**config.mk**
```make
export PLATFORM = sky130hd
export DESIGN_NAME = cache_set_state
export DESIGN_NICKNAME = d
export VERILOG_FILES = /design/src/hw/cache_pkg.sv /design/src/hw/cache_set_state.sv
export SDC_FILE = /design/constraint.sdc
export NUM_CORES = 2
export LEC_CHECK = 0
export BUFFER_PORTS_ARGS = -buffer_cell sky130_fd_sc_hd__buf_2
export CORE_MARGIN = 5
export CORE_UTILIZATION = 48
export DETAILED_ROUTE_END_ITERATION = 8
export PLACE_DENSITY_LB_ADDON = 0.05
export SLEW_MARGIN = 20
export SYNTH_ARGS = -nofsm -noshare
export SYNTH_HDL_FRONTEND = slang
export SYNTH_SLANG_ARGS = --single-unit
```
**constraint.sdc**
```tcl
create_clock -name clk -period 5.4 [get_ports clk]
set_clock_uncertainty 0.1 [all_clocks]
set_input_delay 1.08 -clock clk [delete_from_list [all_inputs] [get_ports clk]]
set_output_delay 1.08 -clock clk [all_outputs]
set_load 0.005 [all_outputs]
```
**src/hw/cache_pkg.sv**
```systemverilog
package cache_pkg;

    localparam int ADDR_WIDTH = 32;
    localparam int WORD_WIDTH = 32;
    localparam int WORDS_PER_LINE = 4;
    localparam int OFFSET_WIDTH = 4; // Byte offset within a line
    localparam int NUM_WAYS = 4; // PLRU tree below is built for four ways

    typedef logic [ADDR_WIDTH-1:0] addr_t;
    typedef logic [WORD_WIDTH-1:0] word_t;

    // Word k sits at bits 32k+31:32k
    typedef logic [WORD_WIDTH*WORDS_PER_LINE-1:0] line_t;

    typedef logic [1:0] way_t;

    // Bit 2 is the root, bit 1 splits ways 0/1, bit 0 splits ways 2/3
    typedef logic [2:0] plru_t;

    // Memory command encodings
    localparam logic cmd_write = 1'b0;
    localparam logic cmd_read = 1'b1;

    typedef enum logic [2:0] {
        st_idle,
        st_compare,
        st_write_back,
        st_refill_req,
        st_refill_wait,
        st_done
    } ctrl_state_t;

endpackage

```
**src/hw/cache_set_state.sv**
```systemverilog
module cache_set_state #(
    parameter int NUM_SETS = 128,
    localparam int INDEX_WIDTH = $clog2(NUM_SETS)
) (
    input logic clk,
    input logic reset_n,
    input logic [INDEX_WIDTH-1:0] index,
    output logic [cache_pkg::NUM_WAYS-1:0] valid,
    output logic [cache_pkg::NUM_WAYS-1:0] dirty,
    output cache_pkg::way_t victim_way,
    output logic victim_dirty,
    input logic touch_en,
    input logic fill_en,
    input logic fill_dirty,
    input cache_pkg::way_t access_way
);

    logic [cache_pkg::NUM_WAYS-1:0] valid_r [NUM_SETS];
    logic [cache_pkg::NUM_WAYS-1:0] dirty_r [NUM_SETS];
    cache_pkg::plru_t plru_r [NUM_SETS];

    // Point the tree away from the way just used
    function automatic cache_pkg::plru_t plru_touch(cache_pkg::plru_t p, cache_pkg::way_t way);
        cache_pkg::plru_t n;
        n = p;
        case (way)
            2'd0: n[2:1] = 2'b11;
            2'd1: n[2:1] = 2'b10;
            2'd2: {n[2], n[0]} = 2'b01;
            default: {n[2], n[0]} = 2'b00;
        endcase
        return n;
    endfunction

    function automatic cache_pkg::way_t pick_victim(logic [cache_pkg::NUM_WAYS-1:0] v,
                                                    cache_pkg::plru_t p);
        cache_pkg::way_t way;
        if (p[2]) begin
            way = p[0] ? 2'd3 : 2'd2;
        end else begin
            way = p[1] ? 2'd1 : 2'd0;
        end
        for (int w = cache_pkg::NUM_WAYS - 1; w >= 0; w--) begin
            if (!v[w]) begin
                way = cache_pkg::way_t'(w); // Lowest invalid way wins
            end
        end
        return way;
    endfunction

    always_ff @(posedge clk) begin
        if (!reset_n) begin
            for (int s = 0; s < NUM_SETS; s++) begin
                valid_r[s] <= '0;
                dirty_r[s] <= '0;
                plru_r[s] <= '0;
            end
        end else if (fill_en) begin
            valid_r[index][access_way] <= 1'b1;
            dirty_r[index][access_way] <= fill_dirty;
            plru_r[index] <= plru_touch(plru_r[index], access_way);
        end else if (touch_en) begin
            if (fill_dirty) begin
                dirty_r[index][access_way] <= 1'b1; // Write hit
            end
            plru_r[index] <= plru_touch(plru_r[index], access_way);
        end
    end

    always_ff @(posedge clk) begin
        valid <= valid_r[index];
        dirty <= dirty_r[index];
        victim_way <= pick_victim(valid_r[index], plru_r[index]);
    end

    assign victim_dirty = valid[victim_way] & dirty[victim_way];

    a_fill_touch_excl: assert property (@(posedge clk) disable iff (!reset_n)
        !(fill_en && touch_en));

endmodule

```
# Yosys cells after proc, flatten, opt, wreduce, memory -nomap -nowiden
# Memories as Yosys holds them, arrays and structs flattened. A register that Yosys moved wholly into a read port is not among the register bits.
# Index checks and enable logic that the tools add are counted.
# word_totals
register_bits	6
ram_bits	1408
n_memories	3
# mem_list
memory	depth	width	rd	rd_ports_with_merged_regs	wr	line_no	source
dirty_r	128	4	1	1	128	cache_set_state.sv:19	logic [cache_pkg::NUM_WAYS-1:0] dirty_r [NUM_SETS];
valid_r	128	4	1	0	128	cache_set_state.sv:18	logic [cache_pkg::NUM_WAYS-1:0] valid_r [NUM_SETS];
plru_r	128	3	1	0	128	cache_set_state.sv:20	cache_pkg::plru_t plru_r [NUM_SETS];
# op_classes
n_mux	58
eq_ne	2
magnitude_cmp	3
bitwise_logic	6
reduce_logical	7
# ops
cell	n
1-bit two-way mux	39
4-bit two-way mux	6
7-bit two-way mux	3
4-bit OR reduction	2
2-bit by 3-bit < comparator with 1-bit output, second input constant	2
2-bit two-way mux	3
3-bit two-way mux	2
1-bit bitwise OR	5
1-bit binary-select mux with 2-bit select	2
1-bit case mux with 2 select lines	2
3-bit OR reduction	1
1-bit demux with 2-bit select	1
2-bit by 1-bit equality test with 1-bit output, second input constant	1
2-bit equality test, second input constant	1
2-bit by 1-bit greater-or-equal comparator with 1-bit output, second input constant	1
2-bit zero test	1
2-bit AND reduction	1
2-bit OR reduction	1
1-bit bitwise AND	1
1-bit logical AND	1

# Logic depth before layout (Yosys ltp)
# logic_depth
word_depth	8
depth_mapped	14
mapped_depth_nobuf	9

# Least setup slack after synthesis
# Ideal clock, no wire load.
# synth_timing
path_type	input to register
from	input index[1]
to	memory plru_r[18][0] in the netlist's numbering (data pin)
setup_slack_ns	2.017
t_arrival_ns	3.015
setup_time_ns	0.268
required_time_ns	5.032
stages	12
path_cell_list	buf_4 > buf_6 > mux2_2 > a221oi_1 > o21ai_0 > o211ai_1 > o21ai_0 > o22a_1 > a21oi_1 > buf_4 > buf_6 > nor3_1
# synth_lines
element	line_no	source
start, declared	cache_set_state.sv:7	input logic [INDEX_WIDTH-1:0] index,
end, declared	cache_set_state.sv:20	

==> results_dict.tcl <==
set metrics [dict create \
    status "completed" \
    synth_area_leaders "edfxtp_1 (43%), dfxtp_1 (17%), o21ai_0 (9.7%), nor2_1 (4.3%), nand2_1 (4.3%)" \
    ys_ff_latch 1418 \
    fp.dieH_um 372 \
    crit_fanout 50 \
    htreeDepth 4 \
    cpMostUsedCell "buf_4" \
    synth-compound-area-share 0.169 \
    grt.total_usage 0.332 \
    yosysSeqAreaShare 0.592 \
    irDropWorstVdd_mv 0.340 \
    io_pins 25 \
    coreArea_mm2 0.131 \
    worstMarginPinSlew_ps 1190 \
    rsz0062_at_grt "no" \
    drtPass1Iterations 9 \
    cts_setup_buffers 0 \
    max_freq_mhz 229 \
    fillers 11700 \
    fin_crit_sh 0.807 \
    vias_per_cell 6.45 \
    num_vias 50000 \
    cts_tree "done" \
    synth_fa_ha_area_frac 0 \
    synth-edff-count 896 \
    worstSetupPathType "in -> reg" \
    synth_area_mm2 0.0631 \
    start_util 0.481 \
    grt_max_degree 213 \
    yosysUniqueCellTypes 80 \
    hp-class "reg -> reg" \
    placed_cells 7461 \
    drv_slew 0 \
    cts_root_buf "clkbuf_16" \
    synth_top_flop_cell "edfxtp_1" \
    numCtsBuffers 157 \
    grt_pass1_wl_um 335000 \
    worstPathRequired_ps 6030 \
    synth_cells 6067 \
    die_w_um 372 \
    clkTransAtPathRegs_ps 60 \
    synth_simple_gate_area_frac 0.118 \
    die_area_mm2 0.139 \
    power_leakage_nw 22.6 \
    nets 5879 \
    layoutNonFillerInstCount 7758 \
    clk_latency_ps 800 \
    first_global_vias 46000 \
    synth_top_family_by_area "compound AO/OA/AOI/OAI gates" \
    wl_per_cell_um 30.0 \
    setup_violations 0 \
    io_buffers 24 \
    ant_nets 0 \
    fin_util 0.537 \
    cp_cell_sequence "buf_8 > buf_4 > nor2b_4 > buf_4 > a221oi_1 > o21ai_0 > mux4_2 > nor2_1 > a21oi_1 > a221o_1" \
    dp_hpwl_um 143000 \
    cts_hold_buf 0 \
    ctsLongestPathBuffers 3 \
    startpoint_type "input pin" \
    first_iter_violations 7086 \
    hold_ws_ps 348 \
    maxCapViolCount 0 \
    gp_congestion 0.962 \
    hold_viol 0 \
    min_period_ps 4360 \
    ys_async_sr_fraction 0 \
    syn_avg_cell_area_um2 10.4 \
    critPathSlowestCell "nor2b_4" \
    post_cts_resize_count 0 \
    cpPeakStageDelay_ps 750 \
    synthMuxAreaShare 0.0687 \
    power_density_mw_per_mm2 349 \
    syn_nets 6081 \
    wirelength_um 233000 \
    yosys_warnings 0 \
    synth_top_area_share 0.427 \
    drc 0 \
    total_power_w 0.0245 \
    yosys.area.top_type "edfxtp_1" \
    clock_sinks 1418 \
    fp-row-count 133 \
    drive_above_1_share 0.134 \
    antenna_found_initial 10 \
    synth_xor_area_frac 0 \
    syn2layout_area_growth_pct 11.6 \
    finalSetupTns_ps 0 \
    cp-end-kind "register" \
    overflow 0 \
    arrival_ps 4990 \
    slew_headroom 0.205 \
]
[metal layers]
metal | GRT usage | vias to the layer above | wire length, um
met5 | 0 | - | 27
met4 | 0.124 | 4 | 9320
met3 | 0.0691 | 433 | 23600
met2 | 0.503 | 2613 | 104000
met1 | 0.472 | 25300 | 96100
li1 | - | 21700 | -
[final timing paths]
path	start	end	slack [ps]	cells after the start
min reg2reg	valid_r[21][0]	valid_r[21][0]	350	2
min	valid_r[21][0]	valid_r[21][0]	350	2
max	index[2]	dirty[2]	1040	10
max reg2reg	plru_r[125][0]	plru_r[1][0]	2150	8
[stage by stage]
stage / worst slack, ps / instance area (um^2)
after floorplan: 2020 / 63100
final: 1040 / 70300
after global routing: 1100 / 70300
after global placement: 383 / 65300
after CTS: 1210 / 70300
after detailed placement: 364 / 65300
[report_power, final]
group | switching (W) | internal [W] | total, W
Combinational | 0.00142 | 0.000509 | 0.00193
Clock | 0.00450 | 0.00616 | 0.0107
Sequential | 0.000114 | 0.0118 | 0.0119
Total | 0.00604 | 0.0185 | 0.0245
[synthesized netlist by cell type (5+ instances only)]
library cell	count
mux4_2	88
nor3_1	261
nand2b_1	8
mux2_2	99
nand3_1	21
nor2_1	724
buf_2	99
clkbuf_1	519
o221ai_1	10
mux2_1	8
a21oi_1	95
o22ai_1	18
buf_4	30
o21ai_0	1222
a2111oi_0	5
a221oi_1	126
nand4_1	21
a211oi_1	9
o2bb2ai_1	11
mux2i_1	113
nand2_1	722
a22oi_1	174
inv_1	5
buf_6	47
and3_1	5
a221o_1	21
a22o_1	29
and2_1	6
a222oi_1	9
o211ai_1	21
dfxtp_1	522
a31oi_1	20
buf_1	13
edfxtp_1	896
nor2b_1	12
o21ai_1	5
[kinds of logic (layout without fill, tap and decap cells)]
family,count (synthesis),after routing
other,0,5
buffers and inverters,715,646
multiplexers,309,309
AND/OR/NAND/NOR,1811,1811
flip-flops,1418,1418
AO/OA/AOI/OAI,1814,1814
[registers in the layout (all words and copies together) (netlist names)]
name,count
victim_way,2
plru_r,384
valid,4
valid_r,512
dirty_r,512
dirty,4
[area by class of cell]
cell class | count | area (um^2) | share of cell area
tap | 1755 | 2200 | 0.0312
sequential | 1418 | 37400 | 0.531
timing repair buffer | 347 | 3050 | 0.0433
clock inverter | 52 | 443 | 0.00630
antenna | 5 | 12.5 | 0.000178
inverter | 7 | 28.8 | 0.000409
multi-input combinational | 3934 | 22700 | 0.322
clock buffer | 240 | 4600 | 0.0654
[critical path, delay by kind of cell]
kind,cells,cell delay (ps)
compound gates,4,1420
buf+inv,3,1240
mux,1,360
simple gates,2,800
[placed cells by master, fill, tap and decap left out, types with 93 or more instances in the layout]
| cell type | instances |
|---|---|
| dfxtp_1 | 522 |
| a21oi_1 | 93 |
| a22oi_1 | 174 |
| nor2_1 | 722 |
| a221oi_1 | 126 |
| mux2i_1 | 113 |
| nor3_1 | 261 |
| clkbuf_16 | 164 |
| edfxtp_1 | 896 |
| nand2_1 | 719 |
| mux2_2 | 99 |
| buf_4 | 286 |
| o21ai_0 | 1222 |
Power figures use the tool's default switching activity.
