File: config.mk
export PLATFORM = sky130hd
export DESIGN_NAME = cache_ctrl
export DESIGN_NICKNAME = d
export VERILOG_FILES = /design/src/hw/cache_pkg.sv /design/src/hw/cache_ctrl.sv
export SDC_FILE = /design/constraint.sdc
export NUM_CORES = 1
export LEC_CHECK = 0
export BUFFER_PORTS_ARGS = -buffer_cell sky130_fd_sc_hd__buf_2
export CAP_MARGIN = 20
export CORE_AREA = 5 5 638 640
export DETAILED_ROUTE_END_ITERATION = 12
export DIE_AREA = 0 0 643 645
export GPL_ROUTABILITY_DRIVEN = 1
export PLACE_DENSITY = 0.3
export SLEW_MARGIN = 20
export SYNTH_ARGS = -nofsm -noshare
export SYNTH_HDL_FRONTEND = slang
export SYNTH_SLANG_ARGS = --single-unit
File: constraint.sdc
create_clock -name clk -period 9.7 [get_ports clk]
set_clock_uncertainty 0.2 [all_clocks]
set_input_delay 0.485 -clock clk [delete_from_list [all_inputs] [get_ports clk]]
set_output_delay 0.485 -clock clk [all_outputs]
set_load 0.05 [all_outputs]
File: src/hw/cache_pkg.sv
package cache_pkg;

    localparam int ADDR_WIDTH = 32;
    localparam int WORD_WIDTH = 32;
    localparam int WORDS_PER_LINE = 4;
    localparam int OFFSET_WIDTH = 4; // Byte offset within a line
    localparam int NUM_WAYS = 4; // PLRU tree below is built for four ways

    typedef logic [ADDR_WIDTH-1:0] addr_t;
    typedef logic [WORD_WIDTH-1:0] word_t;

    // Word k sits at bits 32k+31:32k
    typedef logic [WORD_WIDTH*WORDS_PER_LINE-1:0] line_t;

    typedef logic [1:0] way_t;

    // Bit 2 is the root, bit 1 splits ways 0/1, bit 0 splits ways 2/3
    typedef logic [2:0] plru_t;

    // Memory command encodings
    localparam logic cmd_write = 1'b0;
    localparam logic cmd_read = 1'b1;

    typedef enum logic [2:0] {
        st_idle,
        st_compare,
        st_write_back,
        st_refill_req,
        st_refill_wait,
        st_done
    } ctrl_state_t;

endpackage

File: src/hw/cache_ctrl.sv
module cache_ctrl #(
    parameter int NUM_SETS = 128,
    localparam int INDEX_WIDTH = $clog2(NUM_SETS),
    localparam int TAG_WIDTH = cache_pkg::ADDR_WIDTH - INDEX_WIDTH - cache_pkg::OFFSET_WIDTH
) (
    input logic clk,
    input logic reset_n,
    input logic rd_req,
    input logic wr_req,
    input cache_pkg::addr_t addr,
    input cache_pkg::word_t wr_data,
    output logic req_rdy,
    output cache_pkg::word_t read_data,
    output logic mem_req_en,
    output logic mem_req_cmd,
    output cache_pkg::addr_t mem_req_addr,
    output cache_pkg::line_t mem_req_data,
    input logic mem_req_rdy,
    input logic mem_rsp_en,
    input cache_pkg::line_t mem_rsp_data,
    output logic [INDEX_WIDTH-1:0] set_index,
    output logic [TAG_WIDTH-1:0] tag_q,
    output logic [1:0] word_sel,
    output cache_pkg::word_t wr_word,
    input logic hit,
    input cache_pkg::way_t hit_way,
    input cache_pkg::word_t hit_word,
    input cache_pkg::line_t merged_hit_line,
    input cache_pkg::line_t merged_fill_line,
    input logic [TAG_WIDTH-1:0] way_tags [cache_pkg::NUM_WAYS],
    input cache_pkg::line_t way_lines [cache_pkg::NUM_WAYS],
    input cache_pkg::line_t victim_line,
    input logic [TAG_WIDTH-1:0] victim_tag,
    input cache_pkg::way_t victim_way,
    input logic victim_dirty,
    output logic [cache_pkg::NUM_WAYS-1:0] line_we,
    output cache_pkg::line_t line_wdata,
    output logic [cache_pkg::NUM_WAYS-1:0] tag_we,
    output logic touch_en,
    output logic fill_en,
    output logic fill_dirty,
    output cache_pkg::way_t access_way
);

    localparam int WW = cache_pkg::WORD_WIDTH;
    localparam int OW = cache_pkg::OFFSET_WIDTH;

    cache_pkg::ctrl_state_t state;
    logic [INDEX_WIDTH-1:0] index_q;
    logic is_write_q;
    cache_pkg::addr_t refill_addr;
    cache_pkg::addr_t wb_addr;
    cache_pkg::word_t rsp_word;

    assign req_rdy = (state == cache_pkg::st_idle);

    // RAMs see the incoming index so tags are ready in compare
    assign set_index = req_rdy ? addr[OW +: INDEX_WIDTH] : index_q;

    assign refill_addr = {tag_q, index_q, {OW{1'b0}}};
    assign wb_addr = {victim_tag, index_q, {OW{1'b0}}};
    assign rsp_word = mem_rsp_data[int'(word_sel)*WW +: WW];
    assign fill_dirty = is_write_q; // Also marks a write hit dirty

    always_ff @(posedge clk) begin
        if (!reset_n) begin
            state <= cache_pkg::st_idle;
            mem_req_en <= 1'b0;
        end else begin
            case (state)
                cache_pkg::st_idle: begin
                    if (rd_req || wr_req) begin
                        state <= cache_pkg::st_compare;
                    end
                end
                cache_pkg::st_compare: begin
                    if (hit) begin
                        state <= cache_pkg::st_done;
                    end else begin
                        mem_req_en <= 1'b1;
                        state <= victim_dirty ? cache_pkg::st_write_back
                                              : cache_pkg::st_refill_req;
                    end
                end
                cache_pkg::st_write_back: begin
                    if (mem_req_rdy) begin
                        state <= cache_pkg::st_refill_req; // en stays high
                    end
                end
                cache_pkg::st_refill_req: begin
                    if (mem_req_rdy) begin
                        mem_req_en <= 1'b0;
                        state <= cache_pkg::st_refill_wait;
                    end
                end
                cache_pkg::st_refill_wait: begin
                    if (mem_rsp_en) begin
                        state <= cache_pkg::st_done;
                    end
                end
                default: begin
                    state <= cache_pkg::st_idle;
                end
            endcase
        end
    end

    always_ff @(posedge clk) begin
        case (state)
            cache_pkg::st_idle: begin
                if (rd_req || wr_req) begin
                    index_q <= addr[OW +: INDEX_WIDTH];
                    tag_q <= addr[cache_pkg::ADDR_WIDTH-1 -: TAG_WIDTH];
                    word_sel <= addr[OW-1 -: 2];
                    wr_word <= wr_data;
                    is_write_q <= wr_req;
                end
            end
            cache_pkg::st_compare: begin
                if (hit) begin
                    if (!is_write_q) begin
                        read_data <= hit_word;
                    end
                end else if (victim_dirty) begin
                    mem_req_cmd <= cache_pkg::cmd_write;
                    mem_req_addr <= wb_addr;
                    mem_req_data <= victim_line;
                end else begin
                    mem_req_cmd <= cache_pkg::cmd_read;
                    mem_req_addr <= refill_addr;
                    mem_req_data <= '0;
                end
            end
            cache_pkg::st_write_back: begin
                if (mem_req_rdy) begin
                    mem_req_cmd <= cache_pkg::cmd_read;
                    mem_req_addr <= refill_addr;
                    mem_req_data <= '0;
                end
            end
            cache_pkg::st_refill_wait: begin
                if (mem_rsp_en && !is_write_q) begin
                    read_data <= rsp_word;
                end
            end
            default: ;
        endcase
    end

    always_comb begin
        line_we = '0;
        tag_we = '0;
        touch_en = 1'b0;
        fill_en = 1'b0;
        access_way = victim_way;
        line_wdata = merged_hit_line;
        if (state == cache_pkg::st_compare && hit) begin
            touch_en = 1'b1;
            access_way = hit_way;
            line_we[hit_way] = is_write_q;
        end
        if (state == cache_pkg::st_refill_wait && mem_rsp_en) begin
            fill_en = 1'b1;
            line_we[victim_way] = 1'b1;
            tag_we[victim_way] = 1'b1;
            line_wdata = is_write_q ? merged_fill_line : mem_rsp_data;
        end
    end

    a_no_strobe_busy: assert property (@(posedge clk) disable iff (!reset_n)
        (rd_req || wr_req) |-> req_rdy);

    a_req_stable: assert property (@(posedge clk) disable iff (!reset_n)
        (mem_req_en && !mem_req_rdy) |=> mem_req_en &&
            $stable({mem_req_cmd, mem_req_addr, mem_req_data}));

endmodule

* Word level (Yosys, flattened, before mapping)
Cells that the tools add are included.
Word-level totals: logic and storage cells 85, bits in registers 260, bits of input ports 1237, output and inout port bits 398
Cells by class: muxes and demuxes 39, order comparisons 4, equality and inequality tests 12, shift-type cells 1, reduce and logical (&&, ||, !) cells 16, bitwise operators 2
Operators by type and width (count):
- $mux W128 | 5
- $pmux W128 S2 | 1
- $mux W32 | 6
- $pmux W32 S2 | 2
- $shiftx A128 B8 Y32 | 1
- $mux W3 | 5
- $pmux W3 S5 | 1
- $ne A2 B2 Y1 const B | 7
- $mux W4 | 3
- $mux W1 | 10
- $reduce_and A4 Y1 | 2
- $mux W7 | 1
- $eq A3 B2 Y1 const B | 2
- $lt A2 B3 Y1 const B | 2
- $reduce_and A3 Y1 | 2
- $reduce_bool A2 Y1 | 3
- $logic_and A1 B1 Y1 | 5
- $and A4 B4 Y4 | 1
- $demux W1 S2 | 2
- $ge A2 B1 Y1 const B | 2
- $or A4 B4 Y4 | 1
- $pmux W1 S2 | 2
- $eq A3 B1 Y1 const B | 1
- $eq A3 B3 Y1 const B | 1
- 6 further kinds | 6

* Depth between registers and ports, before layout
depth after elaboration 8, depth in mapped cells 8, gate-level depth less buffers 5

* Least setup slack after synthesis
OpenSTA, ideal clock, no wires.
kind reg2reg, start point register state[1], end point register mem_req_addr[10] (enable), buffers on the path 2, arrival 8306 ps, path slack 469 ps, cell stages (with the launch flop) 6, required time 8775 ps, library setup time 725 ps, clock period less this slack 9231 ps, cells stage by stage dfxtp_1 > buf_6 > buf_2 > nor2_1 > nand2_1 > a21oi_1
On the way: word-level cells in the longest chain between the ends 3, elaborated cells on any way between the ends 6, those cells by class 4 x eq/ne; 2 x reduce/logical
RTL lines:
- start, declared | RTL line cache_ctrl.sv:48 | cache_pkg::ctrl_state_t state;
- start signal, assigned | RTL line cache_ctrl.sv:67 | state <= cache_pkg::st_idle;
- start signal, assigned | RTL line cache_ctrl.sv:73 | state <= cache_pkg::st_compare;
- start signal, assigned | RTL line cache_ctrl.sv:78 | state <= cache_pkg::st_done;
- $eq A3 B2 Y1 or $eq A3 B1 Y1 (tied branches) | RTL line cache_ctrl.sv:109 | case (state)
- $ne A2 B2 Y1 (no line) or $reduce_bool A2 Y1 (tied branches)
- $reduce_and A3 Y1 (no line) (*)
- end signal, assigned | RTL line cache_ctrl.sv:126 | mem_req_addr <= wb_addr;
- end signal, assigned | RTL line cache_ctrl.sv:130 | mem_req_addr <= refill_addr;
- end signal, assigned | RTL line cache_ctrl.sv:137 | mem_req_addr <= refill_addr;
- end, declared | RTL line cache_ctrl.sv:16 | output cache_pkg::addr_t mem_req_addr,
Mark *: on every way between the ends. The rest lies on a longest branch, timed or not. A chain may end at the register's enable or synchronous reset.

* Worst setup path after layout
start point register is_write_q, in the netlist fill_dirty, end point output line_wdata[112]
On the way: word-level cells in the longest chain between the ends 2
RTL lines:
- start, declared | RTL line cache_ctrl.sv:50 | logic is_write_q;
- start signal, assigned | RTL line cache_ctrl.sv:116 | is_write_q <= wr_req;
- $mux W128 | RTL line cache_ctrl.sv:166 | line_wdata = is_write_q ? merged_fill_line : mem_rsp_data;
- $mux W128 | RTL line cache_ctrl.sv:162 | if (state == cache_pkg::st_refill_wait && mem_rsp_en) begin
- end, declared | RTL line cache_ctrl.sv:37 | output cache_pkg::line_t line_wdata,
Every way passes these cells.

==> reports/results.tsv <==
stage	metric	value	unit
logic_synthesis	Unique masters post-synth	38	
logic_synthesis	EDFF count, synth	252	
floorplanning	CORE AREA	401000	sq um
sta	Final Slew Violations	0	
sta	Period minus WS final	4780	ps
layout	nets@finish	3582	
place	I/O Buffers	1032	
setup_path	worst-path cell chain	buf_4 > buf_4 > buf_4 > mux2i_1 > a21oi_2 > buf_2	
place	GPL Wtd Cong	0.839	
logic_synthesis	Yosys Warn Count	0	
place	dpl hpwl	124	mm
route	Vias	14569	
clock_network	Inserted Clock Buffers	41	
clock_network	root buf cell	clkbuf_16	
pwr	static leakage	10.7	nW
clock_network	clk_lat worst skew	630	ps
logic_synthesis	top-count cell post-synth	edfxtp_1	
clock_network	Post-CTS Setup Bufs	0	
job	max-cap violation count	0	
logic_synthesis	dominant cell type by area after synthesis	edfxtp_1	
clock_network	Clock transition at path regs	60	ps
sta	RSZ-0062 raised after global routing	no	
sta	maximum clock frequency	209	MHz
pwr	Power Density	151	nW/um^2
global_routing	largest net degree at the start of global routing	153	
logic_synthesis	Syn Inst Count	1068	
sta	Final Cycle Share	0.493	
sta	WHS	62.0	ps
setup_path	CP startpoint kind	flip-flop	
setup_path	Max FO, Critical Path	52	
layout	layout cells sized above 1	0.527	
global_routing	total global-route track usage	0.0642	
setup_path	critical path data arrival time	4090	ps
floorplanning	total I/O pin count	1635	
logic_synthesis	sequential cell area fraction in the yosys report	0.569	
floorplanning	Site Rows	233	
route	Via-to-Cell Ratio	1.89	
sta	Final setup viols	0	
floorplanning	Die Footprint	415000	sq um
route	DRC viols	0	
setup_path	Worst Path Required	9020	ps
layout	filler cell count	46897	
logic_synthesis	Synth top area share	0.563	
sta	Sum Neg Setup Slack	0	ps
pwr	Peak VDD IR	0.150	mV
route	routed length per placed instance	18.2	um
clock_network	CTS tree	yes	
layout	Synth-to-Final Area Change	116	%
logic_synthesis	Yosys reg bits	256	
sta	Worst-Margin Slew	980	ps
clock_network	H-tree depth	2	
place	dpl cells	7331	
global_routing	number of global-route vias before repair	14821	
floorplanning	Die Y	645	um
setup_path	CP Class	reg -> out	
route	post-route antenna net violation count	0	
clock_network	clk sinks	256	
setup_path	slowest stage cell, crit path	buf_4	
sta	Rel. slew slack	0.347	
setup_path	CP max stage delay	840	ps
layout	Post-Layout Cell Count	7727	
hold_path	worst min-delay path category	in -> reg	
logic_synthesis	Post-synth top cells	252 x edfxtp_1, 192 x mux2i_1, 134 x nor2_1	
clock_network	Hold-fix buffers, CTS	258	
route	Routed WL	141	mm
clock_network	post-CTS sizing	0	
route	Pre-Repair DR Iteration Count	5	
route	Starting DRT DRC Count	911	
setup_path	worst path bufs/invs	4	
logic_synthesis	Syn Std Cell Area	13400	sq um
global_routing	global-route wire length before repair	171	mm
global_routing	initial antenna violation count	118	
logic_synthesis	Synth async-reset ratio	0	
setup_path	Crit. End Element	output pin	
logic_synthesis	synth top area cells	edfxtp_1 56%, mux2i_1 14%, and2_1 6.0%	
floorplanning	Die X	643	um
logic_synthesis	Syn Area/Cell	12.6	sq um
run_status	status	complete, no violations	
logic_synthesis	Top FF cell, synth	edfxtp_1	
floorplanning	initial core utilization	0.0335	
clock_network	CTS Buffer Depth	3	
sta	Final Hold Fails	0	
setup_path	Top delay family on crit path	buffers and inverters	
setup_path	cell repeated most along the worst path	buf_4	
global_routing	gr ovfl total	0	
## report_power, final
group / switching (mW) / internal (mW)
logic: 1.02 / 0.408
clock network: 0.669 / 0.892
registers: 0.0456 / 1.35
total: 1.73 / 2.65
## cell usage in the layout, fill, tap and decap left out, types with 2 or more instances in the layout
cell and n:
a21oi_2 91, dfxtp_1 4, conb_1 4, mux2i_1 190, mux2_2 30, nor3_1 2
a21oi_1 41, clkinv_2 4, inv_6 4, o21ai_0 2, clkinvlp_4 4, nand2b_1 2
edfxtp_1 252, nor2_1 134, o221ai_1 32, bufinv_16 4, inv_1 6, dlygate4sd3_1 258
buf_4 25, o22ai_1 3, and2_1 128, mux2i_2 2, nand3b_1 3, clkbuf_1 6
buf_2 1032, nand2_1 38, diode_2 66, clkbuf_16 41, clkinv_1 5
## metrics by stage
stage               instance area (sq um)  setup WS (ps)  power, mW    util
CTS                                 28900           4790       4.55  0.0721
global placement                    25000           5550       2.79  0.0623
finish                              29100           4920       4.39  0.0725
global route                        29000           4720       4.61  0.0724
detailed placement                  25000           5530       2.79  0.0623
floorplan                           13500            469       2.26       -
## routing by layer
layer | vias up | wire (um) | track usage
met5 | - | 445 | 0
met4 | 78 | 5410 | 0.0233
met3 | 263 | 19100 | 0.0432
met2 | 716 | 70200 | 0.111
met1 | 6957 | 45800 | 0.0602
li1 | 6555 | - | -
## worst paths after layout
kind	slack (ps)	cells past startpoint	to	start
max	4920	6	line_wdata[112]	fill_dirty
min	60	2	mem_req_addr[20]	victim_tag[9]
max reg2reg	5620	6	read_data[31]	word_sel[1]
min reg2reg	240	0	mem_req_addr[9]	index_q[5]
## registers in the layout (all words and copies together), names as in the netlist
register and flops:
fill_dirty 1, index_q 7, mem_req_addr 28, mem_req_cmd 1, mem_req_data 128, mem_req_en 1, read_data 32, state 3
tag_q 21, word_sel 2, wr_word 32
## cell type report
| class | instances | area, sq um | area share |
|---|---|---|---|
| Antenna cell | 66 | 165 | 0.00568 |
| Clock inverter | 25 | 299 | 0.0103 |
| Multi-Input combinational cell | 723 | 5310 | 0.183 |
| Timing Repair Buffer | 1316 | 7960 | 0.274 |
| Clock buffer | 47 | 1050 | 0.0361 |
| Sequential cell | 256 | 7650 | 0.263 |
| Tap cell | 5287 | 6620 | 0.228 |
| Inverter | 7 | 33.8 | 0.00116 |
## cell families (layout without fill, tap and decap cells)
kind of cell | count (synthesis) | count (layout) | synth area share
AO/OA/AOI/OAI | 177 | 177 | 0.102
buffers and inverters | 92 | 1395 | 0.0416
flip-flops | 256 | 256 | 0.569
multiplexers | 222 | 222 | 0.168
other | 1 | 70 | 0.000279
AND/OR/NAND/NOR | 320 | 320 | 0.119
No activity file was read; power rests on OpenSTA's default activity.
